## config.mk

```make
export PLATFORM = sky130hd
export DESIGN_NAME = clock_set_top
export DESIGN_NICKNAME = d
export VERILOG_FILES = /design/src/clock_set_pkg.sv /design/src/clock_set_top.sv /design/src/date_display.sv /design/src/date_regs.sv /design/src/cursor_ctrl.sv /design/src/key_hold.sv
export SDC_FILE = /design/constraint.sdc
export NUM_CORES = 1
export LEC_CHECK = 0
export ABC_AREA = 1
export BUFFER_PORTS_ARGS = -buffer_cell sky130_fd_sc_hd__buf_2
export CORE_AREA = 2 2 181 183
export DETAILED_ROUTE_END_ITERATION = 8
export DIE_AREA = 0 0 183 185
export SLEW_MARGIN = 20
export SYNTH_ARGS = -nofsm -noshare
export SYNTH_HDL_FRONTEND = slang
export SYNTH_SLANG_ARGS = --single-unit
```

## constraint.sdc

```tcl
create_clock -name clk -period 16.6 [get_ports clk]
set_input_delay 0.83 -clock clk [delete_from_list [all_inputs] [get_ports clk]]
set_output_delay 0.83 -clock clk [all_outputs]
set_load 0.05 [all_outputs]
```

## src/clock_set_pkg.sv

```systemverilog
package clock_set_pkg;

    typedef logic [3:0] bcd_digit_t;
    typedef logic [3:0] weekday_t;  // 1 = monday .. 7 = sunday

    typedef struct packed {
        bcd_digit_t [3:0] year;  // [3] is thousands
        bcd_digit_t [1:0] month;  // [1] is tens
        bcd_digit_t [1:0] day;
        bcd_digit_t [1:0] hour;
        bcd_digit_t [1:0] minute;
        bcd_digit_t [1:0] second;
    } date_time_t;

    // digit order matches the packed date_time_t, msb first
    typedef enum logic [3:0] {
        cur_year_th,
        cur_year_h,
        cur_year_t,
        cur_year_u,
        cur_month_t,
        cur_month_u,
        cur_day_t,
        cur_day_u,
        cur_hour_t,
        cur_hour_u,
        cur_min_t,
        cur_min_u,
        cur_sec_t,
        cur_sec_u
    } cursor_t;

    typedef struct packed {
        cursor_t target;
        logic    step_up;
        logic    step_down;
    } edit_cmd_t;

    localparam logic [3:0] mode_set = 4'd0;
    localparam bcd_digit_t field_sep = 4'hb;
    localparam int display_width = 84;
    localparam int num_digits = 14;

    localparam bcd_digit_t digit_max = 4'd9;
    localparam bcd_digit_t month_tens_max = 4'd1;
    localparam bcd_digit_t dec_units_max = 4'd2;  // months 10..12
    localparam bcd_digit_t day_tens_max = 4'd3;
    localparam bcd_digit_t feb_day_tens_max = 4'd2;
    localparam bcd_digit_t feb_units_max = 4'd8;  // common year, day 28
    localparam bcd_digit_t long_month_units_max = 4'd1;
    localparam bcd_digit_t hour_tens_max = 4'd2;
    localparam bcd_digit_t sexa_tens_max = 4'd5;  // minutes and seconds

    localparam logic [4:0] month_feb = 5'd2;
    // bit n set when month n has 31 days
    localparam logic [12:0] long_month_mask = 13'b1_0101_1010_1010;

    localparam date_time_t reset_date = '{
        year:   16'h2023,
        month:  8'h01,
        day:    8'h01,
        hour:   8'h00,
        minute: 8'h00,
        second: 8'h00
    };

    localparam cursor_t reset_cursor = cur_year_th;

endpackage
```

## src/clock_set_top.sv

```systemverilog
module clock_set_top #(
    parameter int hold_cycles = 8
) (
    input  logic                                      clk,
    input  logic                                      reset,
    input  logic [3:0]                                mode,
    input  logic                                      key_left,
    input  logic                                      key_right,
    input  logic                                      key_up,
    input  logic                                      key_down,
    output clock_set_pkg::date_time_t                 now,
    output clock_set_pkg::weekday_t                   week,
    output logic [clock_set_pkg::display_width - 1:0] set_string,
    output clock_set_pkg::cursor_t                    cursor
);

    clock_set_pkg::edit_cmd_t cmd;

    cursor_ctrl #(
        .hold_cycles(hold_cycles)
    ) i_cursor_ctrl (
        .clk      (clk),
        .reset    (reset),
        .mode     (mode),
        .key_left (key_left),
        .key_right(key_right),
        .key_up   (key_up),
        .key_down (key_down),
        .cmd      (cmd),
        .cursor   (cursor)
    );

    date_regs i_date_regs (
        .clk  (clk),
        .reset(reset),
        .cmd  (cmd),
        .now  (now)
    );

    date_display i_date_display (
        .now       (now),
        .week      (week),
        .set_string(set_string)
    );

endmodule

```

## src/date_display.sv

```systemverilog
module date_display (
    input  clock_set_pkg::date_time_t                 now,
    output clock_set_pkg::weekday_t                   week,
    output logic [clock_set_pkg::display_width - 1:0] set_string
);

    logic [13:0] year_bin;
    logic [13:0] year_adj;
    logic [4:0]  month_bin;
    logic [4:0]  month_adj;
    logic [5:0]  day_bin;
    logic [15:0] day_sum;
    logic [15:0] day_mod;

    always_comb begin
        year_bin = 14'(now.year[3]) * 14'd1000 + 14'(now.year[2]) * 14'd100 +
                   14'(now.year[1]) * 14'd10 + 14'(now.year[0]);
        month_bin = 5'(now.month[1]) * 5'd10 + 5'(now.month[0]);
        day_bin   = 6'(now.day[1]) * 6'd10 + 6'(now.day[0]);

        // jan and feb count as months 13 and 14 of the year before
        if (month_bin == 5'd1 || month_bin == clock_set_pkg::month_feb) begin
            month_adj = month_bin + 5'd12;
            year_adj  = year_bin - 14'd1;
        end else begin
            month_adj = month_bin;
            year_adj  = year_bin;
        end
    end

    always_comb begin
        day_sum = 16'(day_bin)
                + 16'(month_adj) * 16'd2
                + (16'(month_adj) + 16'd1) * 16'd3 / 16'd5
                + 16'(year_adj)
                + 16'(year_adj) / 16'd4
                - 16'(year_adj) / 16'd100
                + 16'(year_adj) / 16'd400
                + 16'd1;
        day_mod = day_sum % 16'd7;
    end

    assign week = (day_mod == 16'd0) ? 4'd7 : day_mod[3:0];  // 0 is sunday

    assign set_string = {
        now.year,
        clock_set_pkg::field_sep,
        now.month,
        clock_set_pkg::field_sep,
        now.day,
        clock_set_pkg::field_sep,
        week,
        clock_set_pkg::field_sep,
        now.hour,
        clock_set_pkg::field_sep,
        now.minute,
        clock_set_pkg::field_sep,
        now.second
    };

endmodule

```

## src/date_regs.sv

```systemverilog
module date_regs (
    input  logic                      clk,
    input  logic                      reset,
    input  clock_set_pkg::edit_cmd_t  cmd,
    output clock_set_pkg::date_time_t now
);

    clock_set_pkg::bcd_digit_t [clock_set_pkg::num_digits - 1:0] digits;
    clock_set_pkg::bcd_digit_t [clock_set_pkg::num_digits - 1:0] next_digits;
    clock_set_pkg::bcd_digit_t lo;
    clock_set_pkg::bcd_digit_t hi;
    logic [4:0] month_bin;
    logic [6:0] year_lo2;
    logic [6:0] year_hi2;
    logic       leap;
    logic       feb;
    logic       long_month;
    logic       strobe;
    logic       valid;
    int         sel;

    function automatic clock_set_pkg::bcd_digit_t wrap_step(
        input clock_set_pkg::bcd_digit_t d,
        input clock_set_pkg::bcd_digit_t lo_lim,
        input clock_set_pkg::bcd_digit_t hi_lim,
        input logic up
    );
        clock_set_pkg::bcd_digit_t r;
        if (up) begin
            r = (d >= hi_lim) ? lo_lim : d + 4'd1;
        end else begin
            r = (d <= lo_lim) ? hi_lim : d - 4'd1;
        end
        return r;
    endfunction

    assign digits = now;  // cursor k sits at digits[13-k]

    assign month_bin = 5'(now.month[1]) * 5'd10 + 5'(now.month[0]);
    assign year_lo2  = 7'(now.year[1]) * 7'd10 + 7'(now.year[0]);
    assign year_hi2  = 7'(now.year[3]) * 7'd10 + 7'(now.year[2]);

    // div by 400 when the low two digits are 00, else div by 4
    assign leap = (year_lo2 == 7'd0) ? (year_hi2[1:0] == 2'd0) : (year_lo2[1:0] == 2'd0);

    assign feb = (month_bin == clock_set_pkg::month_feb);
    assign long_month = (month_bin <= 5'd12) &&
                        clock_set_pkg::long_month_mask[month_bin[3:0]];

    assign strobe = cmd.step_up || cmd.step_down;

    always_comb begin
        lo    = 4'd0;
        hi    = clock_set_pkg::digit_max;
        valid = 1'b1;
        case (cmd.target)
            clock_set_pkg::cur_year_th,
            clock_set_pkg::cur_year_h,
            clock_set_pkg::cur_year_t: ;
            clock_set_pkg::cur_year_u: begin
                if (now.year[3:1] == '0) begin
                    lo = 4'd1;  // year never 0000
                end
            end
            clock_set_pkg::cur_month_t: hi = clock_set_pkg::month_tens_max;
            clock_set_pkg::cur_month_u: begin
                if (now.month[1] == 4'd1) begin
                    hi = clock_set_pkg::dec_units_max;
                end else begin
                    lo = 4'd1;
                end
            end
            clock_set_pkg::cur_day_t: begin
                hi = feb ? clock_set_pkg::feb_day_tens_max : clock_set_pkg::day_tens_max;
            end
            clock_set_pkg::cur_day_u: begin
                if (feb && now.day[1] == 4'd2) begin
                    hi = leap ? clock_set_pkg::digit_max : clock_set_pkg::feb_units_max;
                end else if (!feb && now.day[1] == 4'd3) begin
                    // 30-day months pin the units at 0
                    hi = long_month ? clock_set_pkg::long_month_units_max : 4'd0;
                end else if (now.day[1] == 4'd0) begin
                    lo = 4'd1;
                end
            end
            clock_set_pkg::cur_hour_t: hi = clock_set_pkg::hour_tens_max;
            clock_set_pkg::cur_min_t,
            clock_set_pkg::cur_sec_t: hi = clock_set_pkg::sexa_tens_max;
            clock_set_pkg::cur_hour_u,
            clock_set_pkg::cur_min_u,
            clock_set_pkg::cur_sec_u: ;
            default: valid = 1'b0;
        endcase
    end

    always_comb begin
        next_digits = digits;
        sel = clock_set_pkg::num_digits - 1 - int'(cmd.target);
        if (strobe && valid) begin
            next_digits[sel] = wrap_step(digits[sel], lo, hi, cmd.step_up);
        end
    end

    always_ff @(posedge clk) begin
        if (reset) begin
            now <= clock_set_pkg::reset_date;
        end else begin
            now <= clock_set_pkg::date_time_t'(next_digits);
        end
    end

endmodule

```

## src/cursor_ctrl.sv

```systemverilog
module cursor_ctrl #(
    parameter int hold_cycles = 8
) (
    input  logic                    clk,
    input  logic                    reset,
    input  logic [3:0]              mode,
    input  logic                    key_left,
    input  logic                    key_right,
    input  logic                    key_up,
    input  logic                    key_down,
    output clock_set_pkg::edit_cmd_t cmd,
    output clock_set_pkg::cursor_t   cursor
);

    logic set_mode;
    logic left_pulse;
    logic right_pulse;
    logic up_pulse;
    logic down_pulse;

    assign set_mode = (mode == clock_set_pkg::mode_set);

    key_hold #(
        .hold_cycles(hold_cycles)
    ) i_move_keys (
        .clk    (clk),
        .reset  (reset),
        .enable (set_mode),
        .key_a  (key_left),
        .key_b  (key_right),
        .pulse_a(left_pulse),
        .pulse_b(right_pulse)
    );

    key_hold #(
        .hold_cycles(hold_cycles)
    ) i_step_keys (
        .clk    (clk),
        .reset  (reset),
        .enable (set_mode),
        .key_a  (key_up),
        .key_b  (key_down),
        .pulse_a(up_pulse),
        .pulse_b(down_pulse)
    );

    always_ff @(posedge clk) begin
        if (reset) begin
            cursor <= clock_set_pkg::reset_cursor;
        end else if (left_pulse) begin
            if (cursor == clock_set_pkg::cur_year_th) begin
                cursor <= clock_set_pkg::cur_sec_u;  // wrap to last digit
            end else begin
                cursor <= clock_set_pkg::cursor_t'(cursor - 4'd1);
            end
        end else if (right_pulse) begin
            if (cursor == clock_set_pkg::cur_sec_u) begin
                cursor <= clock_set_pkg::cur_year_th;
            end else begin
                cursor <= clock_set_pkg::cursor_t'(cursor + 4'd1);
            end
        end
    end

    always_comb begin
        cmd.target    = cursor;
        cmd.step_up   = up_pulse;  // one cycle each
        cmd.step_down = down_pulse;
    end

endmodule

```

## src/key_hold.sv

```systemverilog
module key_hold #(
    parameter int hold_cycles = 8
) (
    input  logic clk,
    input  logic reset,
    input  logic enable,
    input  logic key_a,
    input  logic key_b,
    output logic pulse_a,
    output logic pulse_b
);

    logic [$clog2(hold_cycles + 1) - 1:0] hold_cnt;
    logic held;
    logic at_hold;

    assign held = enable && (key_a || key_b);
    // last cycle before the count reaches hold_cycles
    assign at_hold = held && (int'(hold_cnt) == hold_cycles - 1);

    always_ff @(posedge clk) begin
        if (reset) begin
            hold_cnt <= '0;
            pulse_a  <= 1'b0;
            pulse_b  <= 1'b0;
        end else begin
            pulse_a <= at_hold && key_a;  // a wins over b
            pulse_b <= at_hold && !key_a && key_b;
            if (!held) begin
                hold_cnt <= '0;
            end else if (int'(hold_cnt) != hold_cycles) begin
                hold_cnt <= hold_cnt + 1'b1;  // saturates, no repeat
            end
        end
    end

endmodule

```

# After elaboration in Yosys (flattened, before gate mapping)
# Memory sizes are Yosys's and may differ from the RTL's.
# Index checks and enable logic that the tools add are counted.
word_totals:
  regBits: 72
  latch_bits: 0
  mem_bits_rw: 0
  rom_bits: 16
  memories: 1
mem_list:
  columns: ["memory", "depth", "width", "read_ports", "rd_clocked_by_memory_dff", "wr", "line_no", "rtl"]
  rows:
  - ["(no name shown)", 16, 1, 1, 0, 0, "date_regs.sv:48", "clock_set_pkg::long_month_mask[month_bin[3:0]];"]
classes:
  n_addsub: 24
  multipliers: 8
  div_mod_pow: 4
  magnitude_cmp: 6
  eq_ne: 22
  shifts: 0
  muxes: 33
  bitwise_logic: 2
  reduce_logical: 35
ops:
  columns: ["op", "count"]
  rows:
  - ["$mux 4", 17]
  - ["$bwmux 56", 1]
  - ["$add 16x16->16", 2]
  - ["$eq 4x4->1 const B", 8]
  - ["$ge 32x1->1 const B", 1]
  - ["$lt 32x6->1 const B", 1]
  - ["$pmux 4 s6", 1]
  - ["$add 16x1->16 const B", 1]
  - ["$add 16x12->16", 1]
  - ["$add 16x14->16", 1]
  - ["$add 4x1->4 const B", 4]
  - ["$bmux 4 s4", 1]
  - ["$demux 4 s4", 1]
  - ["$div 14x7->16 const B", 1]
  - ["$div 14x9->16 const B", 1]
  - ["$div 16x3->16 const B", 1]
  - ["$eq 4x2->1 const B", 4]
  - ["$eq 4x3->1 const B", 4]
  - ["$logic_not 16->1", 1]
  - ["$mod 16x3->16 const B", 1]
  - ["$mul 16x2->16 const B", 1]
  - ["$sub 16x16->16", 1]
  - ["$logic_and 1x1->1", 15]
  - ["$add 14x11->14", 1]
  - ["other kinds (41)", 63]

# Logic depth before layout (Yosys ltp)
logic_depth:
  word_depth: 17
  mapped_depth: 154

# Modules after synthesis
# From an unflattened synthesis, not the netlist that was laid out.
unflattened:
  hier_cells: 2086
  hier_area_um2: 13401.6
by_module_without_submodules:
  columns: ["mod", "instances", "cells_per_inst", "area_each_um2"]
  rows:
  - ["date_display", 1, 1276, 8326.7]
  - ["date_regs", 1, 669, 4160.2]
  - ["key_hold", 2, 40, 287.8]
  - ["cursor_ctrl", 1, 61, 339.1]

# Worst setup path before layout
# Ideal clock, no wire load.
synth_timing:
  path_kind: "reg-to-output"
  from: "register i_date_regs.now[54] (netlist name)"
  to: "output port week[3]"
  arrival_time_ps: 17569
  required_time_ps: 15770
  slack_ps: -1799
  path_stages_with_launch: 138
  n_path_buf: 1
  cell_sequence: "dfxtp_1 -> fa_1 -> inv_1 -> fa_1 -> ha_1 -> inv_1 -> o21ai_0 -> xor2_1 -> inv_1 -> ha_1 -> ha_1 -> ha_1 -> nand2_1 -> inv_1 -> a21oi_1 -> nand3_1 -> nand2_1 -> nand2_1 -> (+102 left out) -> nand2_1 -> nand2_1 -> nand3_1 -> nand2_1 -> nand2_1 -> nand2_1 -> inv_1 -> ha_1 -> nand3_1 -> nand2_1 -> inv_1 -> nand3_1 -> nand2_2 -> ha_1 -> nand3_1 -> nand3_2 -> a21boi_0 -> buf_4"
synth_between:
  elab_chain_cells: 14
synth_lines:
  columns: ["item", "line_no", "rtl"]
  rows:
  - ["$mul 4x7->11 *", "date_display.sv:16", "year_bin = 14'(now.year[3]) * 14'd1000 + 14'(now.year[2]) * 14'd100 +"]
  - ["$add 14x11->14 *", "date_display.sv:16", null]
  - ["$add 14x8->14 *", "date_display.sv:16", null]
  - ["$add 14x4->14 *", "date_display.sv:17", "14'(now.year[1]) * 14'd10 + 14'(now.year[0]);"]
  - ["$sub 14x1->14", "date_display.sv:24", "year_adj = year_bin - 14'd1;"]
  - ["$mux 14 *", "date_display.sv:22", "if (month_bin == 5'd1 || month_bin == clock_set_pkg::month_feb) begin"]
  - ["parallel branches: the longest is 3 deep, another holds $div 14x7->16", null, null]
  - ["$add 16x16->16 *", "date_display.sv:38", "+ 16'(year_adj) / 16'd400"]
  - ["$add 16x1->16 *", "date_display.sv:39", "+ 16'd1;"]
  - ["$mod 16x3->16 *", "date_display.sv:40", "day_mod = day_sum % 16'd7;"]
  - ["$logic_not 16->1", "date_display.sv:43", "assign week = (day_mod == 16'd0) ? 4'd7 : day_mod[3:0];"]
  - ["$mux 4 *", "date_display.sv:43", null]
  - ["to (decl)", "clock_set_top.sv:12", "output clock_set_pkg::weekday_t week,"]
# Every way passes the cells marked *.

# Final worst setup path
layout_timing:
  from: "register i_date_regs.now[54] (netlist name)"
  to: "output port week[2]"
layout_between:
  elab_chain_cells: 14
layout_lines:
  columns: ["item", "line_no"]
  rows:
  - ["$mul 4x7->11 *", "date_display.sv:16"]
  - ["$add 14x11->14 *", "date_display.sv:16"]
  - ["$add 14x8->14 *", "date_display.sv:16"]
  - ["$add 14x4->14 *", "date_display.sv:17"]
  - ["$sub 14x1->14", "date_display.sv:24"]
  - ["$mux 14 *", "date_display.sv:22"]
  - ["parallel branches: the longest is 3 deep, another holds $div 14x7->16", null]
  - ["$add 16x16->16 *", "date_display.sv:38"]
  - ["$add 16x1->16 *", "date_display.sv:39"]
  - ["$mod 16x3->16 *", "date_display.sv:40"]
  - ["$logic_not 16->1", "date_display.sv:43"]
  - ["$mux 4 *", "date_display.sv:43"]
# Marked as above.

==> metrics <==
status=finished with violations; failing checks=setup timing; DRT Wirelength=about 36,000 µm; Final Worst Setup Slack=-1410 ps; warnings from Yosys=0; vias in the first global route=around 12,000; P per Cell Area=roughly 24 nW/µm²; slowest CP cell=fa_1; Worst EP required=between 15,000 and 20,000 ps; PortBufs=between 100 and 150; CTS Buffer Depth=2; # diodes=0; most frequent cells in the layout=inv_1 (363), buf_4 (295), nand2_1 (264); Detail Placement HPWL=between 20,000 and 30,000 µm; maximum vdd drop=53.7 µV; drt drc=0; CP bufs+invs=19; cell with the most instances on the worst path=nand2_2; Core Region=approximately 32,000 µm²; Critical Path AT=roughly 17,000 ps; largest net degree at the start of global routing=62; Synth Instances=~1,900; Post-synth ARST share=0; Worst-Margin Slew=roughly 1000 ps; DRT antenna net count=0; LEAKAGE=9.20 nW; final hold vios=0; DIE WIDTH=between 150 and 200 µm; share of cells above drive strength 1=0.337; Setup Viol. Count Final=8; Global Route met2 Usage=0.371; die area=around 34,000 µm²; Max-Cap Viols=0; Worst Skew=just over 10 ps; Root Driver=clkbuf_16; sequential area share after synthesis=0.115; initial antenna violation count=1; first-pass GRT wire length=56,700 µm; vias=approximately 13,000; Critical Path Start Type=register; Tcrit/Tclk final=1.08; Total Neg Setup Slack=-10,790 ps; synthesized area=12,500 µm²; family with the most delay on the worst path=simple AND/OR/NAND/NOR gates; Pwr Total=between 0.4 and 0.5 mW; GRT Overall Usage=0.202; TritonCTS clock tree=done; Max Slew Vio Count=0; crit path kind=register to primary output; FF-to-FF Start=i_cursor_ctrl.cursor[1]; CTS sink count=72; most common cell after layout, fill and taps aside=inv_1; M3 GR Usage=0.0197; Period minus WS final=~18,000 ps; worst hold slack=around 510 ps; global placement routability congestion=around 0.89; Crit. Startpoint=i_date_regs.now[54]; Rel. slew slack=0.335; crit-path max FO=6; Pre-antenna DRT Iters=6; CTS Buf Count=9; H-tree Lvls=3; clock-pin transition on the worst setup and hold timing paths=60 ps; Post-synth EDFFs=0; GRT Max-Usage Layer=met2; worst hold start=i_cursor_ctrl.i_step_keys.hold_cnt[1]; Setup WS pre-CTS=-1190 ps; Initial Util=0.391; Nets=approximately 2,500; Worst Hold Class=register to register; Seq cells post-synth=72; commonest register cell after synthesis=dfxtp_1; Die Ht=roughly 190 µm; Critical Path Max Stage Delay=approximately 580 ps; Overflow after GRT=0; # fillers=approximately 3,000; number of DRC markers in iteration 0=628; mean post-synth cell area=between 6 and 7 µm²; met1 global-route usage=0.253; Layout area overhead=34.5%; Ports=about 160; RSZ-0062 raised after global routing=true; drt wl/cell=13.1 µm; clock latency on the worst-skew pair=340 ps; Hold-fix buffers, CTS=0; Crit. End Element=primary output; Distinct cells, synth=67; Max Clk Rate=0.0555 GHz; Placement Rows=between 60 and 70; Vias/cell=4.82
-- cells in the mapped netlist (4+ instances only) --
cell type    n  area share
fa_1        54       0.086
nor3_1      15      0.0060
nor2_2      19      0.0095
a21oi_1    125       0.050
nor4_1       4      0.0020
o211ai_1    13      0.0078
a221oi_1     4      0.0028
ha_1       134        0.13
clkbuf_1    19      0.0057
nor2_1     131       0.039
o31ai_1      4      0.0024
xor2_1      52       0.036
a31oi_1      5      0.0025
xnor2_1     13      0.0091
nor2_4       4      0.0036
nand2_4     13       0.012
xor2_2       6      0.0078
inv_2       28      0.0084
o21ai_1     16      0.0064
o21ai_0    125       0.050
nand3_2     10      0.0080
buf_4       84       0.050
nand2_1    348        0.10
o21bai_1     8      0.0048
o21ai_2      4      0.0028
nand3b_1     4      0.0024
nand2_2     24       0.012
inv_1      379        0.11
a22o_1       4      0.0028
or2_1        4      0.0020
nand4_1     36       0.018
o21a_1       4      0.0024
dfxtp_1     72        0.12
nand3_1    111       0.044
-- power by group --
group / switching, mW / total, mW / internal (mW) / leakage [nW]
clock: 0.0761 / 0.212 / 0.136 / 0.157
combinational: 0.0154 / 0.0170 / 0.00162 / 8.46
sequential: 0.0000783 / 0.172 / 0.172 / 0.582
-- metal layers --
layer | part of all wire | vias up
li1 | - | 6742
met1 | 0.44 | 5992
met2 | 0.51 | 252
met3 | 0.036 | 30
met4 | 0.014 | 0
met5 | 0 | -
-- cell type report --
class | instances | area (µm²) | share of cell area
multi-input cells | 1361 | 9980 | 0.592
repair buffers | 433 | 3030 | 0.180
flip-flops and latches | 72 | 1460 | 0.0863
clock inverters | 4 | 77.6 | 0.00460
well taps | 408 | 510 | 0.0303
clock buffers | 12 | 246 | 0.0146
inverters | 411 | 1560 | 0.0923
-- kinds of logic after synthesis --
group | synth area share
other cells | 0.000599
fa+ha+maj | 0.220
flops | 0.115
buf+inv | 0.180
xor+xnor | 0.0554
compound gates | 0.149
simple gates | 0.280
-- state kept, by name (all words and copies together) (netlist names) --
signal,count
i_cursor_ctrl.cursor,4
i_cursor_ctrl.i_move_keys.pulse_a,1
i_cursor_ctrl.i_step_keys.hold_cnt,4
i_cursor_ctrl.i_move_keys.hold_cnt,4
i_cursor_ctrl.i_step_keys.pulse_a,1
i_cursor_ctrl.i_step_keys.pulse_b,1
i_date_regs.now,56
i_cursor_ctrl.i_move_keys.pulse_b,1
-- final timing paths --
check / end / slack (ps) / cells past startpoint
hold / removal: i_cursor_ctrl.i_step_keys.hold_cnt[1] / 510 / 2
setup / recovery: week[2] / -1410 / 140
setup reg to reg: i_date_regs.now[24] / 11320 / 16
hold reg to reg: i_cursor_ctrl.i_step_keys.hold_cnt[1] / 510 / 2
-- timing repair --
action                                  CTS  global route
pin swaps                                91           125
resized for setup                       107           107
endpoints found under the hold margin     0             0
gates cloned                              1             0
setup buffers                            42            23
endpoints found under the setup margin    8             8
-- worst register-to-register path, cell delays in order, from the launching register on --
cell and delay, ps:
dfxtp_1 960, clkinv_1 670, ha_1 530, nor2_1 390
o211ai_1 240, nand2_1 120, a221oi_1 70, o21ai_1 460
ha_1 340, o211ai_1 90, nand3_1 140, nor2_1 120
a21oi_1 40, o21ai_0 540, buf_4 320, nand2_1 70
o211ai_1 110
-- per-stage QoR --
stage / instance area, µm² / utilization / instances
floorplan: 13000 / - / 1947
CTS: 16300 / 0.507 / 2678
detailed placement: 15200 / 0.476 / 2620
finish: 16900 / 0.526 / 2701
global route: 16900 / 0.526 / 2701
global placement: 15200 / 0.476 / 2620
Power figures use the tool's default switching activity.
